<file path="config.mk">
export PLATFORM = sky130hd
export DESIGN_NAME = dmix_top
export DESIGN_NICKNAME = d
export VERILOG_FILES = /design/src/dmix_pkg.sv /design/src/dmix_top.sv /design/src/dac_drv.sv /design/src/ringbuf.sv /design/src/sample_pairer.sv
export VERILOG_INCLUDE_DIRS = /design/src
export SDC_FILE = /design/constraint.sdc
export NUM_CORES = 1
export LEC_CHECK = 0
export ABC_AREA = 0
export BUFFER_PORTS_ARGS = -buffer_cell sky130_fd_sc_hd__buf_2
export CORE_ASPECT_RATIO = 1.2
export CORE_MARGIN = 5
export CORE_UTILIZATION = 30
export DETAILED_ROUTE_END_ITERATION = 10
export GPL_TIMING_DRIVEN = 0
export PLACE_DENSITY_LB_ADDON = 0.1
export SETUP_SLACK_MARGIN = 0.05
export SLEW_MARGIN = 20
export SYNTH_ARGS = -nofsm -noshare
export SYNTH_HDL_FRONTEND = slang
export SYNTH_SLANG_ARGS = --single-unit
export TNS_END_PERCENT = 10
</file>
<file path="constraint.sdc">
create_clock -name clk491520 -period 4.9 [get_ports clk491520]
set_input_delay 0.245 -clock clk491520 [delete_from_list [all_inputs] [get_ports clk491520]]
set_output_delay 0.245 -clock clk491520 [all_outputs]
set_load 0.05 [all_outputs]
</file>
<file path="src/dmix_cfg.svh">
`ifndef DMIX_CFG_SVH
`define DMIX_CFG_SVH

// Audio sample width in bits
`define DMIX_SAMPLE_W 24

// Frame ring buffer geometry, depth must be a power of two
`define DMIX_RB_DEPTH 16
`define DMIX_RB_AW 4

// clk491520 cycles per bit clock period, even
`define DMIX_BCK_DIV 8

// Bit clock periods per channel slot
`define DMIX_SLOT_BITS 32

`endif
</file>
<file path="src/dmix_pkg.sv">
`default_nettype none

`include "dmix_cfg.svh"

package dmix_pkg;

    // One signed PCM sample
    typedef logic signed [`DMIX_SAMPLE_W-1:0] sample_t;

    // Channel word as delivered by the receiver
    typedef struct packed {
        sample_t data;
        logic    is_right;
    } chan_word_t;

    // Stereo frame
    typedef struct packed {
        sample_t left;
        sample_t right;
    } frame_t;

    // Ring pointer, top bit is the wrap flag
    typedef logic [`DMIX_RB_AW:0] rb_ptr_t;

    typedef enum logic {
        IDLE,
        RUN
    } i2s_state_t;

endpackage

`default_nettype wire

</file>
<file path="src/dmix_top.sv">
`timescale 1ns/1ps
`default_nettype none

`include "dmix_cfg.svh"

module dmix_top import dmix_pkg::*; (
    input  wire        clk491520,
    input  wire        rst_ip,
    input  chan_word_t in_word_i,
    input  wire        in_valid_i,
    output logic       in_ready_o,
    output logic       dac_bck_o,
    output logic       dac_lrck_o,
    output logic       dac_data_o
);

    frame_t pair_frame;
    logic   pair_valid;
    logic   rb_ready;
    logic   dac_pop;
    frame_t rb_frame;
    logic   rb_ack;

    sample_pairer u_pairer (
        .clk491520     (clk491520),
        .rst_ip        (rst_ip),
        .in_word_i     (in_word_i),
        .in_valid_i    (in_valid_i),
        .in_ready_o    (in_ready_o),
        .frame_o       (pair_frame),
        .frame_valid_o (pair_valid),
        .frame_ready_i (rb_ready)
    );

    ringbuf u_rb (
        .clk491520     (clk491520),
        .rst_ip        (rst_ip),
        .frame_i       (pair_frame),
        .frame_valid_i (pair_valid),
        .frame_ready_o (rb_ready),
        .pop_i         (dac_pop),
        .frame_o       (rb_frame),
        .ack_o         (rb_ack)
    );

    dac_drv u_dac (
        .clk491520  (clk491520),
        .rst_ip     (rst_ip),
        .frame_i    (rb_frame),
        .ack_i      (rb_ack),
        .pop_o      (dac_pop),
        .dac_bck_o  (dac_bck_o),
        .dac_lrck_o (dac_lrck_o),
        .dac_data_o (dac_data_o)
    );

endmodule

`default_nettype wire

</file>
<file path="src/dac_drv.sv">
`timescale 1ns/1ps
`default_nettype none

`include "dmix_cfg.svh"

module dac_drv import dmix_pkg::*; (
    input  wire    clk491520,
    input  wire    rst_ip,
    input  frame_t frame_i,
    input  wire    ack_i,
    output logic   pop_o,
    output logic   dac_bck_o,
    output logic   dac_lrck_o,
    output logic   dac_data_o
);

    localparam int DIV   = `DMIX_BCK_DIV;
    localparam int HALF  = DIV / 2;
    localparam int CNT_W = $clog2(DIV);
    localparam int BIT_W = $clog2(2 * `DMIX_SLOT_BITS);
    localparam int SW    = `DMIX_SAMPLE_W;

    i2s_state_t             state_q;
    logic [CNT_W-1:0]       div_cnt_q;
    logic [BIT_W-1:0]       bit_idx_q;
    logic [2*SW-1:0]        sr_q;
    logic                   bck_q;
    logic                   lrck_q;
    logic                   data_q;
    logic                   pop_q;
    logic [BIT_W-2:0]       slot_pos;
    logic                   fall_evt;
    logic                   rise_evt;
    logic                   data_bit;

    assign slot_pos = bit_idx_q[BIT_W-2:0];
    assign fall_evt = (state_q == RUN) && (div_cnt_q == '0);
    assign rise_evt = (state_q == RUN) && (div_cnt_q == CNT_W'(HALF));

    // Sample bits occupy slot positions 1..SW, one period after the lrck edge
    assign data_bit = (slot_pos >= (BIT_W-1)'(1)) && (slot_pos <= (BIT_W-1)'(SW));

    always_ff @(posedge clk491520) begin
        if (rst_ip) begin
            state_q   <= IDLE;
            div_cnt_q <= '0;
            bit_idx_q <= '0;
            bck_q     <= 1'b0;
            lrck_q    <= 1'b0;
            data_q    <= 1'b0;
            pop_q     <= 1'b0;
        end else begin
            pop_q <= 1'b0;
            case (state_q)
                IDLE: begin
                    state_q <= RUN;
                end
                RUN: begin
                    if (div_cnt_q == CNT_W'(DIV - 1)) begin
                        div_cnt_q <= '0;
                        bit_idx_q <= bit_idx_q + 1'b1;
                    end else begin
                        div_cnt_q <= div_cnt_q + 1'b1;
                    end
                    if (fall_evt) begin
                        bck_q  <= 1'b0;
                        lrck_q <= bit_idx_q[BIT_W-1];
                        data_q <= data_bit ? sr_q[2*SW-1] : 1'b0;
                        // Fetch the next frame as its left slot begins
                        if (bit_idx_q == '0) begin
                            pop_q <= 1'b1;
                        end
                    end
                    if (rise_evt) begin
                        bck_q <= 1'b1;
                    end
                end
                default: begin
                    state_q <= IDLE;
                end
            endcase
        end
    end

    // Left sample sits on top, right follows it out
    always_ff @(posedge clk491520) begin
        if (ack_i) begin
            sr_q <= {frame_i.left, frame_i.right};
        end else if (fall_evt && data_bit) begin
            sr_q <= {sr_q[2*SW-2:0], 1'b0};
        end
    end

    assign pop_o      = pop_q;
    assign dac_bck_o  = bck_q;
    assign dac_lrck_o = lrck_q;
    assign dac_data_o = data_q;

endmodule

`default_nettype wire

</file>
<file path="src/ringbuf.sv">
`timescale 1ns/1ps
`default_nettype none

`include "dmix_cfg.svh"

module ringbuf import dmix_pkg::*; (
    input  wire    clk491520,
    input  wire    rst_ip,
    input  frame_t frame_i,
    input  wire    frame_valid_i,
    output logic   frame_ready_o,
    input  wire    pop_i,
    output frame_t frame_o,
    output logic   ack_o
);

    localparam int AW = `DMIX_RB_AW;

    frame_t  mem [`DMIX_RB_DEPTH];
    rb_ptr_t wr_ptr_q;
    rb_ptr_t rd_ptr_q;
    frame_t  rd_frame_q;
    logic    ack_q;
    logic    full;
    logic    empty;
    logic    wr_en;
    logic    rd_en;

    // Same index with differing wrap bits means full
    assign empty = (wr_ptr_q == rd_ptr_q);
    assign full  = (wr_ptr_q[AW] != rd_ptr_q[AW]) &&
                   (wr_ptr_q[AW-1:0] == rd_ptr_q[AW-1:0]);

    assign frame_ready_o = !full;
    assign wr_en         = frame_valid_i && !full;
    assign rd_en         = pop_i && !empty;

    always_ff @(posedge clk491520) begin
        if (wr_en) begin
            mem[wr_ptr_q[AW-1:0]] <= frame_i;
        end
    end

    always_ff @(posedge clk491520) begin
        if (rst_ip) begin
            wr_ptr_q <= '0;
            rd_ptr_q <= '0;
            ack_q    <= 1'b0;
        end else begin
            if (wr_en) begin
                wr_ptr_q <= wr_ptr_q + rb_ptr_t'(1);
            end
            if (rd_en) begin
                rd_ptr_q <= rd_ptr_q + rb_ptr_t'(1);
            end
            ack_q <= pop_i;
        end
    end

    // Oldest frame on pop, silence on underrun
    always_ff @(posedge clk491520) begin
        if (pop_i) begin
            rd_frame_q <= rd_en ? mem[rd_ptr_q[AW-1:0]] : '0;
        end
    end

    assign frame_o = rd_frame_q;
    assign ack_o   = ack_q;

endmodule

`default_nettype wire

</file>
<file path="src/sample_pairer.sv">
`timescale 1ns/1ps
`default_nettype none

`include "dmix_cfg.svh"

module sample_pairer import dmix_pkg::*; (
    input  wire        clk491520,
    input  wire        rst_ip,
    input  chan_word_t in_word_i,
    input  wire        in_valid_i,
    output logic       in_ready_o,
    output frame_t     frame_o,
    output logic       frame_valid_o,
    input  wire        frame_ready_i
);

    sample_t left_q;
    logic    left_vld_q;
    frame_t  frame_q;
    logic    frame_vld_q;
    logic    run_q;
    logic    accept;

    // Stall input while the output register cannot take a new frame
    assign in_ready_o = run_q && (!frame_vld_q || frame_ready_i);
    assign accept     = in_valid_i && in_ready_o;

    always_ff @(posedge clk491520) begin
        if (rst_ip) begin
            run_q       <= 1'b0;
            left_vld_q  <= 1'b0;
            frame_vld_q <= 1'b0;
        end else begin
            run_q <= 1'b1;
            if (frame_vld_q && frame_ready_i) begin
                frame_vld_q <= 1'b0;
            end
            if (accept) begin
                if (!in_word_i.is_right) begin
                    // A newer left word simply replaces the held one
                    left_vld_q <= 1'b1;
                end else if (left_vld_q) begin
                    left_vld_q  <= 1'b0;
                    frame_vld_q <= 1'b1;
                end
                // Orphan right word falls through here, realigning the pair
            end
        end
    end

    always_ff @(posedge clk491520) begin
        if (accept && !in_word_i.is_right) begin
            left_q <= in_word_i.data;
        end
        if (accept && in_word_i.is_right && left_vld_q) begin
            frame_q.left  <= left_q;
            frame_q.right <= in_word_i.data;
        end
    end

    assign frame_o       = frame_q;
    assign frame_valid_o = frame_vld_q;

endmodule

`default_nettype wire

</file>
# --- Word-level counts from Yosys, hierarchy flattened ---
# Memories as Yosys holds them, arrays and structs flattened. A register that Yosys moved wholly into a read port is not among the register bits.
# Index checks and enable logic that the tools add are counted.
word_totals:
  reg_bits: 147
  ram_bits: 768
  output_inout_bits: 4
  n_memories: 1
classes:
  addsub: 4
  magnitude_cmp: 2
  eq_ne: 5
  mux: 15
  bitwise_logic: 2
  reduce_logical: 26
memory_table:
  columns: ["name", "words", "width", "read_ports", "rd_ports_with_merged_regs", "write_ports", "line", "source"]
  rows:
  - ["u_rb.mem", 16, 48, 1, 1, 1, "ringbuf.sv:19", "frame_t mem [`DMIX_RB_DEPTH];"]
ops:
  columns: ["operator", "n"]
  rows:
  - ["$mux W48", 2]
  - ["$logic_and A1 B1 Y1", 12]
  - ["$mux W1", 12]
  - ["$add A5 B1 Y5 const B", 2]
  - ["$add A6 B1 Y6 const B", 1]
  - ["$eq A3 B3 Y1 const B", 2]
  - ["$logic_not A6 Y1", 1]
  - ["$reduce_and A2 Y1", 3]
  - ["$eq A5 B5 Y1", 1]
  - ["$ge A5 B1 Y1 const B", 1]
  - ["$le A5 B5 Y1 const B", 1]
  - ["$logic_not A1 Y1", 5]
  - ["$eq A4 B4 Y1", 1]
  - ["$reduce_bool A2 Y1", 2]
  - ["$add A3 B1 Y3 const B", 1]
  - ["$logic_not A3 Y1", 1]
  - ["$mux W3", 1]
  - ["$reduce_or A3 Y1", 1]
  - ["$not A1 Y1", 2]
  - ["$logic_or A1 B1 Y1", 1]
  - ["$ne A1 B1 Y1", 1]

# --- Logic depth before layout (Yosys ltp) ---
# Gate-level depths: netlist (run 1).
depth:
  word_depth: 8
  depth_mapped: 7
  mapped_depth_nobuf: 6

# --- Modules after synthesis ---
# Synthesis (run 1) repeated with hierarchy kept, for this count alone.
hier_totals:
  cells_unflattened: 1587
  area_unflattened_um2: 36024.6
by_module_without_submodules:
  columns: ["mod", "n_inst", "cells_each", "area_each_um2"]
  rows:
  - ["ringbuf", 1, 1328, 31067.3]
  - ["dac_drv", 1, 174, 2657.5]
  - ["sample_pairer", 1, 85, 2299.7]

# --- Worst setup path before layout (run 1) ---
# No wires, ideal clock.
synth_timing:
  path_type: "register -> register"
  start: "register u_rb.rd_ptr_q[0]"
  end: "register u_pairer.frame_q, in the netlist u_pairer.frame_o[0] (enable)"
  setup_ns: 0.482
  arrival_time_ns: 3.359
  path_slack_ns: 1.059
  path_stages_with_launch: 6
  path_cell_list: "dfxtp_1 buf_2 xnor2_1 and4_1 buf_6 a31oi_1"
synth_between:
  elab_chain_cells: 8
synth_lines:
  columns: ["element", "line", "source"]
  rows:
  - ["start, declared", "ringbuf.sv:21", "rb_ptr_t rd_ptr_q;"]
  - ["start signal, assigned", "ringbuf.sv:54", "rd_ptr_q <= rd_ptr_q + rb_ptr_t'(1);"]
  - ["$eq A4 B4 Y1", "ringbuf.sv:32", "(wr_ptr_q[AW-1:0] == rd_ptr_q[AW-1:0]);"]
  - ["$logic_and A1 B1 Y1", "ringbuf.sv:31", "assign full = (wr_ptr_q[AW] != rd_ptr_q[AW]) &&"]
  - ["$logic_not A1 Y1", "ringbuf.sv:34", "assign frame_ready_o = !full;"]
  - ["$logic_or A1 B1 Y1", "sample_pairer.sv:25", "assign in_ready_o = run_q && (!frame_vld_q || frame_ready_i);"]
  - ["$logic_and A1 B1 Y1", "sample_pairer.sv:25", null]
  - ["$logic_and A1 B1 Y1", "sample_pairer.sv:26", "assign accept = in_valid_i && in_ready_o;"]
  - ["$logic_and A1 B1 Y1 (2 in series)", "sample_pairer.sv:55", "if (accept && in_word_i.is_right && left_vld_q) begin"]
  - ["end, declared", "sample_pairer.sv:19", "frame_t frame_q;"]
# No other way between the ends.
# A chain may end at the register's enable or synchronous reset.

# --- Worst setup path after layout (run 1) ---
layout_timing:
  start: "register u_rb.rd_ptr_q[0]"
  end: "register u_rb.frame_o[25] (netlist name)"
layout_between:
  elab_chain_cells: 4
layout_lines:
  columns: ["element", "line", "source"]
  rows:
  - ["$eq A5 B5 Y1", "ringbuf.sv:30", "assign empty = (wr_ptr_q == rd_ptr_q);"]
  - ["$logic_not A1 Y1", "ringbuf.sv:36", "assign rd_en = pop_i && !empty;"]
  - ["$logic_and A1 B1 Y1", "ringbuf.sv:36", null]
  - ["$logic_not A1 Y1 (no line)", null, null]
# Several ways; a longest one is shown, not always the timed one.

==> results.cfg, run 1 <==
[clock_tree]
cts_inserted_buffers = 102
cts-resized-gates = 0
cts.root.buffer_cell = sky130_fd_sc_hd__clkbuf_16
cts_tree = built
worst_setup_hold_path_clk_slew_ns = 0.06
clk-insertion-delay-late_ns = 0.69
clock_tree.htree_level_count = 3
cts_max_path_buffers = 3
clkSinkCount = 963

[layout]
syn_to_final_growth_pct = 18.05
final_layout_size_suffix_gt1_frac = 0.2777
layout.cells.non_filler = 3410
final_net_count = 1814
post_route_utilization = 0.3555

[drt]
top_layer_used = met5
initialDrtViolationCount = 1463
routedWlPerCell_um = 29.20
vias_per_cell = 4.936
remaining_number_of_nets_flagged_by_the_antenna_check_after_routing = 0
routed_length_on_met1_mm = 42.95
remaining_drc_errors = 0
met3_length_mm = 3.850
detailedRoute.firstPassIterationCount = 5
met2_wirelength_mm = 50.43
detailroute.via_count = 16830
detail_route.wirelength_mm = 99.59

[floorplan]
start_util = 0.3012
design.core.area_sq_um = 119500
fp-row-count = 139
fp.dieH_um = 389.4
pin_count = 32
die_x_um = 326.2
die_area_sq_um = 127000

[sta]
post-route-period-util = 0.6247
slew-limit-headroom = 0.3311
maxClockFrequency_mhz = 326.7
finalHoldViolCount = 0
hold_ws_ns = 0.3093
worst_clock_skew_ns = 0.03347
transition_time_of_the_tightest_slew_check_pin_ns = 1.003
fin_tns_setup_ns = 0
timing.final.setup_violations = 0
rsz_0062_raised_after_global_routing = false
final-max-slew-violation-count = 0
period_minus_slack_ns = 3.061

[global_routing]
first_global_vias = 18020
antenna_found_initial = 4
gr-usage-all-layers = 0.1569
grt_start_max_net_pins = 30
grt_pass1_wl_mm = 140.0
globalRouteOverflowTotal = 0

[placement]
gp_routability_congestion = 0.6893
io_buffer_count = 31
hpwlAfterDp_mm = 61.55
place.detailed.instances = 3194

[worst_setup_path]
rr_startpoint = u_rb.rd_ptr_q[0]$_SDFFE_PP0P_
required_worst_endpoint_ns = 5.26
timing.critical_path.from = u_rb.rd_ptr_q[0]$_SDFFE_PP0P_
cp_arrival_ns = 3.42
worstSetupStartpointType = flop
category_of_the_critical_setup_timing_path = flop to flop
worstSetupEndpointType = flop
r2r_slack_ns = 1.84
worstPathMaxFanout = 10

[synth]
flip_flop_and_latch_count_after_synthesis = 963
synthTopCellsByCount = sky130_fd_sc_hd__edfxtp_1 (936), sky130_fd_sc_hd__mux4_2 (192), sky130_fd_sc_hd__a22oi_1 (96)
ys_warn_count = 0
post_synth_main_area_contributors = sky130_fd_sc_hd__edfxtp_1 (78%), sky130_fd_sc_hd__mux4_2 (12%), sky130_fd_sc_hd__a22oi_1 (2.0%)
synthesized_area_per_cell_sq_um = 22.76
post_synth_arst_share = 0
mappedNetlistNets = 1620
syn-instance-count = 1581
synth.most_common_cell = sky130_fd_sc_hd__edfxtp_1
synthesis.area_sq_um = 35990
yosys.cell_types.count = 47
number_of_enable_flip_flop_cells_after_synthesis = 936
yosys.area.top_type_share = 0.7811
ys_seq_area_frac = 0.7961
dominantRegCellSynth = sky130_fd_sc_hd__edfxtp_1
synthDominantAreaCellType = sky130_fd_sc_hd__edfxtp_1

[run_status]
run_status = complete, no violations

[pwr]
finalPower_uw = 17140
power_density_nw_per_um2 = 403.5
power.ir.vdd_worst_uv = 274.0
power.static_leakage_uw = 0.01299

[hold_path]
min_path_type = primary input to flop
hold_path.startpoint = in_word_i[24]

[flow_run]
maxCapViolations = 0
per-stage QoR:
stage / setup slack (ns) / cell area [sq um]
final: 1.839 / 42480
after floorplan: 1.059 / 35990
after global placement: -2.581 / 38080
after global routing: 1.718 / 42480
after CTS: 1.834 / 42480
after detailed placement: 1.843 / 38900
logic make-up after synthesis:
family,after synthesis,synth area share
AND/OR/NAND/NOR,79,0.01193
buffers and inverters,95,0.01485
adder cells (fa/ha/maj),11,0.003825
flip-flops,963,0.7961
AO/OA/AOI/OAI,175,0.03317
multiplexers,248,0.1375
XOR/XNOR,10,0.002643
layout make-up:
type / count / area (sq um)
antenna: 1 / 2.502
buffer: 83 / 490.5
clock buffer: 128 / 2724
clock inverter: 59 / 571.8
fill: 10930 / 77000
inverter: 12 / 45.04
multi-input combinational: 523 / 6899
sequential: 963 / 28650
tap: 1551 / 1941
timing repair buffer: 90 / 1156
critical path: stages, from the launching register on:
cell and delay [ns]:
sky130_fd_sc_hd__dfxtp_1 0.34, sky130_fd_sc_hd__buf_2 0.31, sky130_fd_sc_hd__xnor2_1 0.18, sky130_fd_sc_hd__nand4_1 0.32, sky130_fd_sc_hd__o21ai_1 0.68, sky130_fd_sc_hd__clkbuf_1 0.73
sky130_fd_sc_hd__a21oi_1 0.18
per-layer routing:
| metal | global-route usage | vias up |
|---|---|---|
| met2 | 0.2708 | 363 |
| li1 | - | 7097 |
| met5 | 0 | - |
| met3 | 0.02509 | 125 |
| met1 | 0.2054 | 9245 |
| met4 | 0.04663 | 2 |
power by group:
group / internal [uW] / switching [uW]
logic: 168 / 267
registers: 8990 / 40.3
clock network: 4500 / 3180
layout by cell type (no fill, tap or decap), drive strengths merged, types with 10 or more instances in the layout:
master,Yosys,routed
nor2,20,20
bufinv,0,11
buf,59,121
edfxtp,936,936
clkinv,0,45
ha,11,11
dlygate4sd3,0,28
inv,12,13
nand2,12,12
mux2,51,51
a21oi,56,56
mux4,192,192
a22oi,96,96
clkbuf,24,152
dfxtp,27,27
and3,10,10
worst paths after layout:
path | cells past startpoint | end
worst min-delay path | 2 | u_pairer.frame_o[23]$_DFFE_PP_
worst max register to register | 6 | u_rb.frame_o[25]$_SDFFCE_PN0P_
worst min register to register | 0 | u_pairer.frame_o[31]$_DFFE_PP_
worst max-delay path | 6 | u_rb.frame_o[25]$_SDFFCE_PN0P_
state kept, by name, summed over array words and instances (netlist names):
signal	cells
u_rb.mem	768
u_dac.sr_q	48
u_pairer.frame_o	48
u_rb.frame_o	48
u_pairer.left_q	24
u_dac.bit_idx_q	6
u_rb.rd_ptr_q	5
u_rb.wr_ptr_q	5
u_dac.div_cnt_q	3
u_dac.dac_bck_o	1
u_dac.dac_data_o	1
u_dac.dac_lrck_o	1
u_dac.pop_o	1
u_pairer.frame_valid_o	1
u_pairer.left_vld_q	1
u_pairer.run_q	1
u_rb.ack_o	1
repair_timing:
item | 4_1_cts | 5_1_grt
buffers inserted | 0 | 0
hold buffers | 28 | 0
hold endpoints to repair | 63 | 0
(Power assumes the default switching activity.)
==> run 2: changes to the inputs <==
ABC_AREA = 1   (was 0)
clock period = 3.1 ns   (was 4.9 ns; I/O delays follow)
==> run 2 against run 1 <==
Effect of this change:
- wire length grew 24%
- sequential power up 57%
- combinational power is 33% lower
- critical path type unchanged
- critical endpoint is now u_rb.frame_o[47]$_SDFFCE_PN0P_
- via count rose by 38%
==> results.cfg, run 2 <==
[sta]
slew-limit-headroom = 0.2949
period_minus_slack_ns = 2.932
rsz_0062_raised_after_global_routing = false
post-route-period-util = 0.9458
final_critical_path_setup_slack_ns = 0.1680
worst_clock_skew_ns = 0.02926
fin_tns_setup_ns = 0
timing.final.setup_violations = 0
final-max-slew-violation-count = 0
transition_time_of_the_tightest_slew_check_pin_ns = 1.058
finalHoldViolCount = 0
maxClockFrequency_mhz = 341.1

[global_routing]
grt_util_met2 = 0.3285
grt.met1_usage = 0.2327
gr-usage-all-layers = 0.1864
first_global_vias = 23730
antenna_found_initial = 6
gr-max-usage-layer = met2
grt_pass1_wl_mm = 174.1
globalRouteOverflowTotal = 0
globalRouteMet3Util = 0.02952
grt_start_max_net_pins = 31

[synth]
yosys.area.top_type_share = 0.7573
synth.most_common_cell = sky130_fd_sc_hd__edfxtp_1
syn-instance-count = 2773
synthDominantAreaCellType = sky130_fd_sc_hd__edfxtp_1
ys_seq_area_frac = 0.7719
ys_warn_count = 0
dominantRegCellSynth = sky130_fd_sc_hd__edfxtp_1
synthesized_area_per_cell_sq_um = 13.38
mappedNetlistNets = 2812
post_synth_arst_share = 0
post_synth_main_area_contributors = sky130_fd_sc_hd__edfxtp_1 (76%), sky130_fd_sc_hd__o21ai_0 (5.2%), sky130_fd_sc_hd__nor2_1 (4.9%)
synthTopCellsByCount = sky130_fd_sc_hd__edfxtp_1 (936), sky130_fd_sc_hd__nor2_1 (483), sky130_fd_sc_hd__o21ai_0 (382)
yosys.cell_types.count = 32
number_of_enable_flip_flop_cells_after_synthesis = 936
flip_flop_and_latch_count_after_synthesis = 963
synthesis.area_sq_um = 37110

[drt]
detailedRoute.firstPassIterationCount = 5
routedWlPerCell_um = 26.10
detailroute.via_count = 23270
detail_route.wirelength_mm = 123.5
vias_per_cell = 4.916
remaining_number_of_nets_flagged_by_the_antenna_check_after_routing = 0
remaining_drc_errors = 0
initialDrtViolationCount = 2305

[layout]
syn_to_final_growth_pct = 19.91
most-common-layout-cells = sky130_fd_sc_hd__edfxtp_1 (936), sky130_fd_sc_hd__nor2_1 (467), sky130_fd_sc_hd__o21ai_0 (381)
final_layout_size_suffix_gt1_frac = 0.1144
leading_cell_type_in_the_layout_fill_and_taps_excluded = sky130_fd_sc_hd__edfxtp_1
final_net_count = 3036
largest_register_ff_count = 768
post_route_utilization = 0.3619

[floorplan]
start_util = 0.3018
design.core.area_sq_um = 123000
fp.dieH_um = 395.3
pin_count = 32
die_x_um = 331.1
fp-row-count = 141
die_area_sq_um = 130900

[pwr]
power.ir.vdd_worst_uv = 444.3
power.static_leakage_uw = 0.01475
power_density_nw_per_um2 = 607.0

[worst_setup_path]
worstPathMaxFanout = 10
category_of_the_critical_setup_timing_path = flop to flop
cp_arrival_ns = 3.35
worstSetupStartpointType = flop
worstSetupEndpointType = flop
required_worst_endpoint_ns = 3.51

[run_status]
run_status = complete, no violations

[placement]
hpwlAfterDp_mm = 86.28
pre_cts_ws_ns = -0.3811
gp_routability_congestion = 0.7950
io_buffer_count = 31

[clock_tree]
worst_setup_hold_path_clk_slew_ns = 0.06
cts_inserted_buffers = 102
clock_tree.htree_level_count = 3
cts_max_path_buffers = 3
clk-insertion-delay-late_ns = 0.70
cts_tree = built
cts.root.buffer_cell = sky130_fd_sc_hd__clkbuf_16
clkSinkCount = 963

[hold_path]
min_path_type = primary input to flop

[flow_run]
maxCapViolations = 0
-- run 2: cell types whose count changed after synthesis, sizes merged, moves of 70 or more --
cell | previous run | this run
a22oi | 96 | 0
clkbuf | 24 | 94
mux4 | 192 | 0
nand2 | 12 | 328
nor2 | 20 | 483
o21ai | 4 | 412
o22ai | 0 | 96
-- run 2: per-stage QoR --
step / hold slack, ns / instance area [sq um] / instances / total power, uW
after floorplan: 0.2335 / 37130 / 2773 / 14600
after global placement: 0.3451 / 39340 / 4448 / 14750
after detailed placement: 0.3468 / 40640 / 4500 / 14770
after CTS: 0.1350 / 44440 / 4728 / 27320
after global routing: 0.1830 / 44490 / 4730 / 27880
final: 0.1923 / 44500 / 4734 / 27010
-- run 2: cell type report --
class / count / area, sq um
sequential: 963 / 28650
timing repair buffer: 120 / 1707
inverter: 80 / 302.8
antenna: 4 / 10.01
clock buffer: 119 / 2680
tap: 1644 / 2057
fill: 11820 / 78460
multi-input combinational: 1557 / 7490
clock inverter: 74 / 721.9
buffer: 173 / 883.3
-- run 2: kinds of logic (layout without fill, tap and decap cells) --
kind of cell	after synthesis	count (layout)	share of synthesized area
buffers and inverters	253	566	0.03071
flip-flops	963	963	0.7719
adder cells (fa/ha/maj)	11	11	0.003708
XOR/XNOR	7	7	0.001652
AO/OA/AOI/OAI	672	672	0.1017
AND/OR/NAND/NOR	867	867	0.09028
other	0	4	0
-- run 2: final timing paths --
check                             startpoint                        endpoint  slack, ns  cells after the start
min reg2reg  u_dac.bit_idx_q[5]$_SDFFE_PP0P_          u_dac.pop_o$_SDFF_PP0_       0.41                      1
max reg2reg    u_rb.rd_ptr_q[1]$_SDFFE_PP0P_  u_rb.frame_o[47]$_SDFFCE_PN0P_       0.17                      8
max            u_rb.rd_ptr_q[1]$_SDFFE_PP0P_  u_rb.frame_o[47]$_SDFFCE_PN0P_       0.17                      8
min                             in_word_i[5]   u_pairer.frame_o[4]$_DFFE_PP_       0.19                      2
-- run 2: critical path, stage by stage (launching register included) --
cell and delay, ns:
sky130_fd_sc_hd__dfxtp_1 0.34, sky130_fd_sc_hd__buf_2 0.25, sky130_fd_sc_hd__clkdlybuf4s15_1 0.78, sky130_fd_sc_hd__clkbuf_1 0.69, sky130_fd_sc_hd__nor2_1 0.10, sky130_fd_sc_hd__o21ai_0 0.10, sky130_fd_sc_hd__o211ai_1 0.11, sky130_fd_sc_hd__nand3_1 0.14
sky130_fd_sc_hd__a21oi_2 0.14
-- run 2: layer usage --
layer,vias to the layer above,share of wire
met5,-,0.00017
met4,4,0.032
met3,180,0.050
met2,695,0.51
met1,11800,0.41
li1,10590,-
-- run 2: report_power, final --
group	internal [uW]	total (uW)	switching [uW]
Clock	7340	12500	5160
Combinational	94.4	291	196
Sequential	14200	14200	49.7
-- run 2: what timing repair did --
item                                   in CTS  in global routing
hold buffers                               28                  0
buffers inserted                            7                  2
pin swaps                                   3                  1
setup endpoints to repair                 416                179
resized for setup                          12                  7
endpoints found under the hold margin      61                  0
==> run 3: changes to the inputs <==
REMOVE_ABC_BUFFERS = 1   (was default)
==> run 3 against run 2 <==
Effect of this change:
- wire length decreased by 9.7%
- final cell count decreased by 2.1%
- critical path depth increased by 6
- worst hold slack got worse by 0.018 ns
- via count decreased by 1.4%
- design area increased by 1.3%
- first-iteration DRC count decreased by 28%
- clock power decreased by 7%
- sequential share of layout area decreased by 0.83 points
==> results.cfg, run 3 (same netlist as run 2, synthesis figures left out) <==
[clock_tree]
cts_max_path_buffers = 3
worst_setup_hold_path_clk_slew_ns = 0.06
clk-insertion-delay-late_ns = 0.70
clock_tree.htree_level_count = 3
cts.root.buffer_cell = sky130_fd_sc_hd__clkbuf_16
cts_tree = built
clkSinkCount = 963
cts_inserted_buffers = 102

[sta]
post-route-period-util = 0.9379
maxClockFrequency_mhz = 343.9
period_minus_slack_ns = 2.907
rsz_0062_raised_after_global_routing = false
worst_clock_skew_ns = 0.02980
transition_time_of_the_tightest_slew_check_pin_ns = 0.7279
slew-limit-headroom = 0.5147
timing.final.setup_violations = 0
fin_tns_setup_ns = 0
hold_ws_ns = 0.1744
final-max-slew-violation-count = 0
finalHoldViolCount = 0

[worst_setup_path]
worstPathCellList = buf_16 > inv_16 > buf_16 > nand2_1 > nand2_1 > nor2_1 > and2_4 > nand2_2 > nand2_4 > inv_6 > nand2_4 > nor2_4 > buf_12 > buf_16
category_of_the_critical_setup_timing_path = flop to flop
cpMaxStageDelayCell = sky130_fd_sc_hd__dfxtp_4
worst-r2r-cell-count = 14
worstSetupStartpointType = flop
worstSetupEndpointType = flop
cp_arrival_ns = 3.29
cp_slowest_stage_delay_ns = 0.39
r2r_slack_ns = 0.19
crit_path_frequent_cell = sky130_fd_sc_hd__buf_16
rr_startpoint = u_rb.rd_ptr_q[1]$_SDFFE_PP0P_
cp_top_family = buffers and inverters
crit_reg_reg_endpoint = u_rb.mem[9][19]$_DFFE_PP_
worstPathMaxFanout = 53
path_buf_inv = 6
required_worst_endpoint_ns = 3.49

[pwr]
power.ir.vdd_worst_uv = 442.6
power_density_nw_per_um2 = 579.5
finalPower_uw = 26140
power.static_leakage_uw = 0.01502

[drt]
detail_route.wirelength_mm = 111.5
vias_per_cell = 4.953
routedWlPerCell_um = 24.07
remaining_number_of_nets_flagged_by_the_antenna_check_after_routing = 0
detailroute.via_count = 22960
remaining_drc_errors = 0
detailedRoute.firstPassIterationCount = 5
initialDrtViolationCount = 1651

[layout]
multi_input_gate_area_sq_um = 7508
filler_cells = 11620
final_net_count = 2951
layout.cells.non_filler = 4635
antenna_cells = 0
leading_cell_type_in_the_layout_fill_and_taps_excluded = sky130_fd_sc_hd__edfxtp_1
final-seq-area_sq_um = 28660
most-common-layout-cells = sky130_fd_sc_hd__edfxtp_1 (936), sky130_fd_sc_hd__nor2_1 (466), sky130_fd_sc_hd__o21ai_0 (381)
largest_register_ff_count = 768
syn_to_final_growth_pct = 21.53
final_layout_size_suffix_gt1_frac = 0.1174

[run_status]
run_status = complete, no violations

[floorplan]
fp-row-count = 141
die_area_sq_um = 130900
design.core.area_sq_um = 123000
pin_count = 32
die_x_um = 331.1
start_util = 0.3018
fp.dieH_um = 395.3

[hold_path]
hold_path.startpoint = in_word_i[3]
min_path_type = primary input to flop
hold_depth = 2
worst_hold_path.endpoint = u_pairer.frame_o[2]$_DFFE_PP_

[global_routing]
first_global_vias = 23040
grt_pass1_wl_mm = 159.9
grt_start_max_net_pins = 108
grt_util_met2 = 0.2742
gr-max-usage-layer = met2
globalRouteMet3Util = 0.02496
grt.met1_usage = 0.2308
gr-usage-all-layers = 0.1684
globalRouteOverflowTotal = 0
antenna_found_initial = 4

[placement]
io_buffer_count = 31
gp_routability_congestion = 0.6731
hpwlAfterDp_mm = 63.83
place.detailed.instances = 4373

[flow_run]
maxCapViolations = 0
-- run 3: cell types whose count changed in the layout (fill, tap and decap cells not counted), moves of 9 or more --
cell,before,now
sky130_fd_sc_hd__clkinv_2,25,16
sky130_fd_sc_hd__buf_4,27,40
sky130_fd_sc_hd__buf_16,20,61
sky130_fd_sc_hd__buf_1,9,0
sky130_fd_sc_hd__clkbuf_1,100,24
sky130_fd_sc_hd__buf_2,70,31
-- run 3: metrics by stage --
step	setup WS [ns]	util	instance area, sq um
floorplan	-11.03	-	36270
global placement	-31.28	0.3130	38490
detailed placement	-1.350	0.3333	40980
CTS	0.08055	0.3664	45050
global route	0.04643	0.3668	45100
finish	0.1925	0.3668	45100
-- run 3: worst max path at each step --
stage                           endpoint  depth (start not counted)  slack, ns                           from
2_1_floorplan   u_rb.mem[0][0]$_DFFE_PP_                         10     -11.03  u_rb.rd_ptr_q[0]$_SDFFE_PP0P_
3_3_place_gp   u_rb.mem[10][0]$_DFFE_PP_                         10     -31.28  u_rb.rd_ptr_q[0]$_SDFFE_PP0P_
3_5_place_dp   u_rb.mem[5][15]$_DFFE_PP_                         16      -1.35  u_rb.rd_ptr_q[0]$_SDFFE_PP0P_
4_1_cts         u_rb.mem[5][1]$_DFFE_PP_                         15       0.08  u_rb.rd_ptr_q[1]$_SDFFE_PP0P_
5_1_grt        u_rb.mem[6][15]$_DFFE_PP_                         15       0.05  u_rb.rd_ptr_q[1]$_SDFFE_PP0P_
6_report       u_rb.mem[9][19]$_DFFE_PP_                         14       0.19  u_rb.rd_ptr_q[1]$_SDFFE_PP0P_
-- run 3: what timing repair did --
action / CTS / global route
endpoints found under the setup margin: 897 / 198
pin swaps: 14 / 2
cloned: 11 / 0
hold endpoints to repair: 63 / 0
hold buffers: 29 / 0
resized for setup: 13 / 4
setup buffers: 36 / 5
-- run 3: cell type report --
| type | count | area share |
|---|---|---|
| Sequential cell | 963 | 0.6355 |
| Tap cell | 1644 | 0.04561 |
| Clock buffer | 127 | 0.05915 |
| Inverter | 80 | 0.007823 |
| Multi-Input combinational cell | 1557 | 0.1665 |
| Clock inverter | 56 | 0.01068 |
| Timing Repair inverter | 4 | 0.0007768 |
| Timing Repair Buffer | 204 | 0.07396 |
-- run 3: layer usage --
layer | part of all wire | vias up
met3 | 0.047 | 164
met5 | 0 | -
li1 | - | 10390
met2 | 0.48 | 566
met4 | 0.030 | 0
met1 | 0.45 | 11830
-- run 3: power breakdown --
part	switching, uW	total, uW	internal, uW
combinational	172	272	99.8
sequential	47.0	14200	14200
clock	4990	11600	6660
total	5210	26100	20900
